===== config.mk =====
export PLATFORM = sky130hd
export DESIGN_NAME = mul_top
export DESIGN_NICKNAME = d
export VERILOG_FILES = /design/src/mul_ctrl_pkg.sv /design/src/mul_types_pkg.sv /design/src/mul_top.sv /design/src/operand_tracker.sv /design/src/product_accumulator.sv /design/src/product_output.sv
export SDC_FILE = /design/constraint.sdc
export NUM_CORES = 1
export LEC_CHECK = 0
export ABC_AREA = 0
export BUFFER_PORTS_ARGS = -buffer_cell sky130_fd_sc_hd__buf_4
export CORE_UTILIZATION = 40
export CTS_BUF_LIST = sky130_fd_sc_hd__clkbuf_16
export DETAILED_ROUTE_END_ITERATION = 8
export SKIP_LAST_GASP = 1
export SLEW_MARGIN = 5
export SYNTH_ARGS = -nofsm -noshare
export SYNTH_HDL_FRONTEND = slang
export SYNTH_SLANG_ARGS = --single-unit

===== constraint.sdc =====
create_clock -name clk -period 8.8 [get_ports clk]
set_clock_uncertainty 0.15 [all_clocks]
set_input_delay 1.76 -clock clk [delete_from_list [all_inputs] [get_ports clk]]
set_output_delay 1.76 -clock clk [all_outputs]
set_load 0.01 [all_outputs]

===== src/mul_ctrl_pkg.sv =====
`default_nettype none

package mul_ctrl_pkg;

        ////////////////////////////////////////////////////
        // multiply phases
        ////////////////////////////////////////////////////

        // bit 1 picks the high lane of a, bit 0 the high lane of b
        typedef enum logic [1:0] {
                LO_LO = 2'd0,
                LO_HI = 2'd1,
                HI_LO = 2'd2,
                HI_HI = 2'd3
        } phase_t;

        ////////////////////////////////////////////////////
        // latency
        ////////////////////////////////////////////////////

        // rising edges from the capturing edge to the edge that raises done
        localparam int unsigned MUL_LATENCY = 5;

endpackage

`default_nettype wire


===== src/mul_types_pkg.sv =====
`default_nettype none

package mul_types_pkg;

        ////////////////////////////////////////////////////
        // operand and lane widths
        ////////////////////////////////////////////////////

        // one unsigned multiplier operand
        typedef logic [31:0] operand_t;

        // one 16-bit half of an operand or of the accumulator
        typedef logic [15:0] lane_t;

        // full unsigned product
        typedef logic [63:0] product_t;

        ////////////////////////////////////////////////////
        // compound types
        ////////////////////////////////////////////////////

        // pair captured by the input side
        typedef struct packed {
                operand_t a;
                operand_t b;
        } operand_pair_t;

        // accumulator word, lane 0 is the least significant
        typedef union packed {
                product_t    word;
                lane_t [3:0] lanes;
        } acc_word_u;

endpackage

`default_nettype wire


===== src/mul_top.sv =====
`default_nettype none

module mul_top (
        input  wire                           clk,
        input  wire                           arst_n,
        input  wire mul_types_pkg::operand_t  op_a,
        input  wire mul_types_pkg::operand_t  op_b,
        output mul_types_pkg::product_t       product,
        output logic                          product_valid,
        output logic                          done
);

        import mul_types_pkg::*;

        operand_pair_t pair;
        logic          start;
        product_t      result;
        logic          result_strobe;

        ////////////////////////////////////////////////////
        // input side
        ////////////////////////////////////////////////////

        operand_tracker u_operand_tracker (
                .clk    (clk),
                .arst_n (arst_n),
                .op_a   (op_a),
                .op_b   (op_b),
                .pair   (pair),
                .start  (start)
        );

        ////////////////////////////////////////////////////
        // processing part
        ////////////////////////////////////////////////////

        product_accumulator u_product_accumulator (
                .clk           (clk),
                .arst_n        (arst_n),
                .pair          (pair),
                .start         (start),
                .result        (result),
                .result_strobe (result_strobe)
        );

        ////////////////////////////////////////////////////
        // output side
        ////////////////////////////////////////////////////

        product_output u_product_output (
                .clk           (clk),
                .arst_n        (arst_n),
                .start         (start),
                .result        (result),
                .result_strobe (result_strobe),
                .product       (product),
                .product_valid (product_valid),
                .done          (done)
        );

endmodule

`default_nettype wire


===== src/operand_tracker.sv =====
`default_nettype none

module operand_tracker (
        input  wire                           clk,
        input  wire                           arst_n,
        input  wire mul_types_pkg::operand_t  op_a,
        input  wire mul_types_pkg::operand_t  op_b,
        output mul_types_pkg::operand_pair_t  pair,
        output logic                          start
);

        import mul_types_pkg::*;

        // set once the first pair after reset has been taken
        logic captured;
        logic changed;

        // a new pair is taken on any difference, or unconditionally the first time
        always_comb begin
                changed = !captured || (op_a != pair.a) || (op_b != pair.b);
        end

        ////////////////////////////////////////////////////
        // control
        ////////////////////////////////////////////////////

        always_ff @(posedge clk or negedge arst_n) begin
                if (!arst_n) begin
                        captured <= 1'b0;
                        start    <= 1'b0;
                end else begin
                        start <= changed;
                        if (changed) begin
                                captured <= 1'b1;
                        end
                end
        end

        ////////////////////////////////////////////////////
        // held pair
        ////////////////////////////////////////////////////

        always_ff @(posedge clk) begin
                if (changed) begin
                        pair.a <= op_a;
                        pair.b <= op_b;
                end
        end

endmodule

`default_nettype wire


===== src/product_accumulator.sv =====
`default_nettype none

module product_accumulator (
        input  wire                                clk,
        input  wire                                arst_n,
        input  wire mul_types_pkg::operand_pair_t  pair,
        input  wire                                start,
        output mul_types_pkg::product_t            result,
        output logic                               result_strobe
);

        import mul_types_pkg::*;
        import mul_ctrl_pkg::*;

        acc_word_u acc;
        acc_word_u base;
        acc_word_u next_acc;
        phase_t    phase;
        phase_t    cur_phase;
        logic      busy;

        lane_t       a_lane;
        lane_t       b_lane;
        logic [31:0] partial;
        logic [1:0]  off;
        logic [1:0]  off_hi;
        logic [1:0]  off_carry;
        logic [31:0] window;
        logic [32:0] sum;

        ////////////////////////////////////////////////////
        // lane selection and 16x16 multiply
        ////////////////////////////////////////////////////

        // start forces the first phase on the same edge
        always_comb begin
                cur_phase = start ? LO_LO : phase;
                a_lane    = cur_phase[1] ? pair.a[31:16] : pair.a[15:0];
                b_lane    = cur_phase[0] ? pair.b[31:16] : pair.b[15:0];
                partial   = a_lane * b_lane;
        end

        ////////////////////////////////////////////////////
        // windowed accumulation
        ////////////////////////////////////////////////////

        // lane offset is 0, 1, 1, 2 for the four phases
        always_comb begin
                off       = {1'b0, cur_phase[1]} + {1'b0, cur_phase[0]};
                off_hi    = off + 2'd1;
                off_carry = off + 2'd2;

                base = acc;
                if (start) begin
                        base.word = '0;
                end

                window = {base.lanes[off_hi], base.lanes[off]};
                sum    = {1'b0, window} + {1'b0, partial};

                next_acc                = base;
                next_acc.lanes[off]     = sum[15:0];
                next_acc.lanes[off_hi]  = sum[31:16];
                // no lane above the top window, the full product fits in 64 bits
                if (off != 2'd2) begin
                        next_acc.lanes[off_carry] = base.lanes[off_carry] + lane_t'(sum[32]);
                end
        end

        ////////////////////////////////////////////////////
        // phase sequencer
        ////////////////////////////////////////////////////

        always_ff @(posedge clk or negedge arst_n) begin
                if (!arst_n) begin
                        acc.word      <= '0;
                        phase         <= LO_LO;
                        busy          <= 1'b0;
                        result_strobe <= 1'b0;
                end else if (start) begin
                        // a restart drops whatever run was in flight
                        acc           <= next_acc;
                        phase         <= LO_HI;
                        busy          <= 1'b1;
                        result_strobe <= 1'b0;
                end else if (busy) begin
                        acc           <= next_acc;
                        phase         <= phase_t'(phase + 2'd1);
                        busy          <= (phase != HI_HI);
                        result_strobe <= (phase == HI_HI);
                end else begin
                        result_strobe <= 1'b0;
                end
        end

        assign result = acc.word;

endmodule

`default_nettype wire


===== src/product_output.sv =====
`default_nettype none

module product_output (
        input  wire                           clk,
        input  wire                           arst_n,
        input  wire                           start,
        input  wire mul_types_pkg::product_t  result,
        input  wire                           result_strobe,
        output mul_types_pkg::product_t       product,
        output logic                          product_valid,
        output logic                          done
);

        import mul_types_pkg::*;

        product_t held;

        ////////////////////////////////////////////////////
        // product register and status
        ////////////////////////////////////////////////////

        always_ff @(posedge clk or negedge arst_n) begin
                if (!arst_n) begin
                        held          <= '0;
                        product_valid <= 1'b0;
                        done          <= 1'b0;
                end else begin
                        // done lines up with the new product
                        done <= result_strobe;
                        if (result_strobe) begin
                                held <= result;
                        end
                        // new operands invalidate the old product but keep it visible
                        if (start) begin
                                product_valid <= 1'b0;
                        end else if (result_strobe) begin
                                product_valid <= 1'b1;
                        end
                end
        end

        assign product = held;

endmodule

`default_nettype wire


Yosys cells after proc, flatten, opt, wreduce, memory -nomap -nowiden. Index checks and enable logic that the tools add are counted.

Add/sub/neg operators: 6. Multipliers: 1. Magnitude comparators: 6. Eq/ne operators: 5. Mux-type cells: 30. Reduce and logical (&&, ||, !) cells: 8.

Operators by type and width (count): 64-bit two-way mux (4); 64-bit bitwise mux (3); 16-bit two-way mux (8); 16-bit binary-select mux with 2-bit select (3); 16-bit demux with 2-bit select (3); 32-bit != test (2); 32-bit by 32-bit adder with 33-bit output (1); 16-bit by 16-bit multiplier with 32-bit output (1); 16-bit by 1-bit adder with 16-bit output (1); 2-bit by 3-bit less-than comparator with 1-bit output, second input constant (3); 2-bit by 1-bit greater-or-equal comparator with 1-bit output, second input constant (3); 1-bit two-way mux (6); 2-bit two-way mux (3); 2-bit by 1-bit adder with 2-bit output, second input constant (2); 2-bit != test, second input constant (2); 2-bit nonzero test (2); 1-bit logical AND (3); 1-bit by 1-bit adder with 2-bit output (1); 2-bit adder, second input constant (1); 2-bit == test, second input constant (1); 1-bit logical OR (2); 1-bit zero test (1).

Register bits: 200. Output and inout port bits: 66. Word-level logic and storage cells: 67.

Longest topological paths before layout.
Depth in word-level cells: 12. Depth in mapped cells: 40.

Modules after synthesis. A second synthesis with hierarchy kept.

Cell total of the unflattened synthesis: 2073. Area, all modules: 20727.4 sq um.

Modules (own cells, without submodules): product_accumulator (times used 1, cells an instance 1761, area an instance 15348.5 sq um, seq. area each 1701.6 sq um); operand_tracker (times used 1, cells an instance 174, area an instance 2740.1 sq um, seq. area each 1971.9 sq um); product_output (times used 1, cells an instance 138, area an instance 2638.8 sq um, seq. area each 1651.6 sq um).

Worst setup path before layout. No wires, ideal clock.

Kind: reg2reg. From: register u_operand_tracker.start. To: register u_product_accumulator.acc, in the netlist u_product_accumulator.result[54]. Setup time: 0.104 ns. Arrival time: 9.059 ns. Path slack: -0.512 ns. Cell stages (with the launch flop): 40. Buffers on the path: 9. Cell sequence: dfrtp_1 clkbuf_1 clkinv_1 nand2_1 buf_2 buf_1 inv_1 ha_1 buf_6 buf_4 buf_2 buf_2 buf_2 clkbuf_1 a211oi_1 a211o_1 fa_1 inv_1 [4 not listed] fa_1 ha_1 nand2_1 o211ai_1 a221oi_1 a21oi_1 a21oi_1 a21oi_1 a311oi_1 xnor2_1 ha_1 ha_1 nand2_1 or3_1 xor2_1 nor2_1 o21ai_0 a221oi_1.

Cells in the longest elaborated chain, start to end: 12. Elaborated cells on any way between the ends: 39. Classes of those cells: add/sub (5); mul (1); order compare (6); eq/ne (1); mux (22); reduce/logical (4).

RTL lines: start, declared (RTL line operand_tracker.sv:9) `output logic start`; start signal, assigned (RTL line operand_tracker.sv:32) `start <= changed;`; parallel branches: the longest is 12 deep, another holds 32-bit by 32-bit adder with 33-bit output; end signal, assigned (RTL line product_accumulator.sv:82) `acc <= next_acc;`; end signal, assigned (RTL line product_accumulator.sv:87) `acc <= next_acc;`; end, declared (RTL line product_accumulator.sv:15) `acc_word_u acc;`.

Parallel ways; which one is timed is not known. The select of a mux whose other input is x is not followed. A chain may end at the register's enable or synchronous reset.

Worst setup path in the final report. Same ends and word-level chain as after synthesis.

==> flow_summary.ini <==
[run_status]
status = completed

[power_and_ir_drop]
p_seq_share_pct = 14.6
combPwrFrac_pct = 75.7
finalPower_mw = 8.57
p_int_mw = 3.93
p_sw_share_pct = 54.1
p_leak_nw = 11.3
power_switching_mw = 4.63
vdd_drop_max_mv = 0.493
powerDensity_nw_per_um2 = 367
clkPwrFrac_pct = 9.7

[cts]
root_buffer = clkbuf_16
max-clock-path-buffers = 2
cts_tree = built
cts_buffers = 17
cts_sinks = 200
clk_latency_ps = 510
postCtsHoldBufs = 0
htreeDepth = 4
clk_pin_slew_ps = 80

[layout]
drive_above_1_share_pct = 20.2
area_growth_pct = 16.3
fin_util_pct = 47.4
num-nets-final = 2602

[synthesis]
ys.flop_type = dfrtp_1
yosysSeqAreaShare_pct = 26.5
synth_seq_cells = 200
yosys.area.top_type = fa_1
syn_nets = 2421
netlist_top_cells_area = fa_1, dfrtp_1, edfxtp_1, ha_1, inv_1
syn_inst = 2019
syn_avg_cell_area_um2 = 9.94
synth_edf_count = 64
ys_warn_count = 0
netlist.area_leader.share_pct = 22.5
syn_area_um2 = 20100
synth_cell_types = 77
ys_async_sr_fraction_pct = 68.0

[grt]
grt_pass1_vias = 16428
gr-total-overflow = 0
antenna_found_initial = 1
grt_pass1_wl_um = 102000
grt_usage_pct = 27.2
grt_max_degree = 77

[worst_setup_path]
worst-endpoint-arrival_ps = 8690
critPathMaxFanout = 12
cp_slowest_cell = fa_1
cp-start-kind = flip-flop
end_kind = flip-flop
path_class = flip-flop to flip-flop
crit_required_ps = 9060
crit_top_cell = fa_1
slowest_delay_ps = 550

[detailed_routing]
vias_per_cell = 5.65
first_pass_iters = 8
antenna_left = 0
vias = 16244
post_drt_wl_per_cell_um = 23.4
drtIter0Drc = 1508
drc = 0
wirelength_um = 67400

[placement]
hpwl_um = 53100
place_congestion = 0.984
io_buffers = 131
preCtsSetupSlack_ps = -93.0

[floorplanning]
die_h_um = 226
die_w_um = 226
start_util_pct = 40.7
design.core.area_um2 = 49300
die_area_um2 = 51100
rows = 81
ios = 132

[sta]
clock.fmax_mhz = 119
period_needed_ps = 8430
worst_pin_slew_ps = 1160
fin_ws_ps = 372
fin_hold_ws_ps = 357
finalHoldViolations = 0
relSlewSlack_pct = 22.6
period_share_pct = 95.8
finalMaxSlewViolations = 0
setup_viol = 0
tns_ps = 0

[min_path]
min_path_type = flip-flop to flip-flop

[job]
drv_cap = 0
[timing repair]
| item | CTS | global route |
|---|---|---|
| resized for setup | 3 | 55 |
| setup buffers | 0 | 7 |
| gates cloned | 0 | 3 |
| setup endpoints to repair | 1 | 16 |
| pin swaps | 0 | 8 |
[cells by family after synthesis]
group | share of synthesized area [%]
AND/OR/NAND/NOR | 11.5
AO/OA/AOI/OAI | 9.45
adder cells (fa/ha/maj) | 29.4
flip-flops | 26.5
XOR/XNOR | 3.92
other | 0.0187
multiplexers | 11.6
buffers and inverters | 7.62
[per-stage QoR]
stage	cell area, um2	cells
6_report	23300	2877
5_1_grt	23300	2876
4_1_cts	23000	2866
3_5_place_dp	22400	2835
3_3_place_gp	22400	2835
2_1_floorplan	20100	2019
[final cells by class]
cell class              count  area, um2
flip-flops and latches    200       5330
repair buffers            232       1880
inverters                 329       1240
fillers                  4735      25900
well taps                 664        831
clock inverters            14        165
diodes                      1       2.50
clock buffers              17        425
multi-input cells        1420      13500
[critical path, delay by kind of cell, from the launching register on]
family / cells / cell delay, ps
compound gates: 9 / 1880
flops: 1 / 380
fa+ha+maj: 9 / 3720
mux: 1 / 350
buf+inv: 7 / 690
xor+xnor: 2 / 300
simple gates: 5 / 850
[worst paths after layout]
path,from,cells past startpoint,slack [ps],to
setup / recovery,u_operand_tracker.start,33,370,u_product_accumulator.result[54]
hold / removal,u_product_output.product_valid,2,360,u_product_output.product_valid
setup reg to reg,u_operand_tracker.start,33,370,u_product_accumulator.result[54]
hold reg to reg,u_product_output.product_valid,2,360,u_product_output.product_valid
max in group asynchronous,arst_n,2,5950,u_product_output.product[33]
min in group asynchronous,arst_n,1,1090,u_product_output.product[47]
[sequential cells by signal, indices dropped and copies added (netlist names)]
| name | flops |
|---|---|
| u_product_accumulator.phase | 2 |
| u_product_output.product | 64 |
| u_operand_tracker.captured | 1 |
| u_product_accumulator.busy | 1 |
| u_product_output.product_valid | 1 |
| u_product_output.done | 1 |
| u_operand_tracker.pair | 64 |
| u_product_accumulator.result_strobe | 1 |
| u_operand_tracker.start | 1 |
| u_product_accumulator.result | 64 |
[cell usage after synthesis, drive strengths merged, types with 3 or more instances]
library cell,n
nand4,8
a221oi,19
nor4,13
o21ai,58
a22oi,18
a21o,15
o311ai,3
o21a,5
mux2i,41
a2111oi,5
a21oi,60
xnor2,29
and2,28
and3,11
o22ai,11
o22a,3
a31oi,9
nor2,177
a22o,3
xor2,60
ha,110
o211ai,4
fa,226
a211oi,12
nand3,22
nand2,247
a21boi,3
mux2,98
dfrtp,136
a221o,8
clkbuf,50
mux4,36
o21bai,4
a311oi,5
nand2b,5
a31o,3
o221ai,9
edfxtp,64
a211o,3
buf,20
clkinv,3
inv,326
nor3,18
nor2b,5
[power by group through the flow]
| stage | sequential [mW] | clock [mW] | combinational, mW |
|---|---|---|---|
| global route | 1.26 | 0.877 | 7.16 |
| finish | 1.25 | 0.831 | 6.48 |
| floorplan | 1.20 | 0 | 4.28 |
| detailed placement | 1.26 | 0 | 6.19 |
| global placement | 1.26 | 0 | 6.15 |
| CTS | 1.24 | 0.846 | 6.28 |
[cell usage in the layout, fill, tap and decap left out, types with 10 or more instances in the layout]
master,synthesis,final
inv_1,325,324
o22ai_1,11,11
a21oi_1,58,53
edfxtp_1,64,64
fa_1,226,225
a221oi_1,19,18
o21ai_0,55,52
clkbuf_16,0,20
and2_1,28,28
xor2_1,59,59
nand2_1,247,244
nand3_1,21,20
nor2_1,177,175
mux2_4,0,10
buf_4,1,220
ha_1,110,104
and3_1,11,11
xnor2_1,29,29
a211oi_1,12,12
mux2i_1,41,30
nor4_1,13,13
nor3_1,17,16
mux2_2,98,88
mux4_2,36,36
a22oi_1,18,18
a21o_1,15,15
dfrtp_1,136,135
[per-layer routing]
metal	global-route usage [%]	wire, um	vias up	part of all wire, %
li1	-	-	7074	-
met1	37.1	27900	8233	41
met2	42.1	31000	787	46
met3	5.27	5700	150	8.5
met4	11.7	2760	0	4.1
met5	0	0	-	0
(Power assumes the default switching activity.)
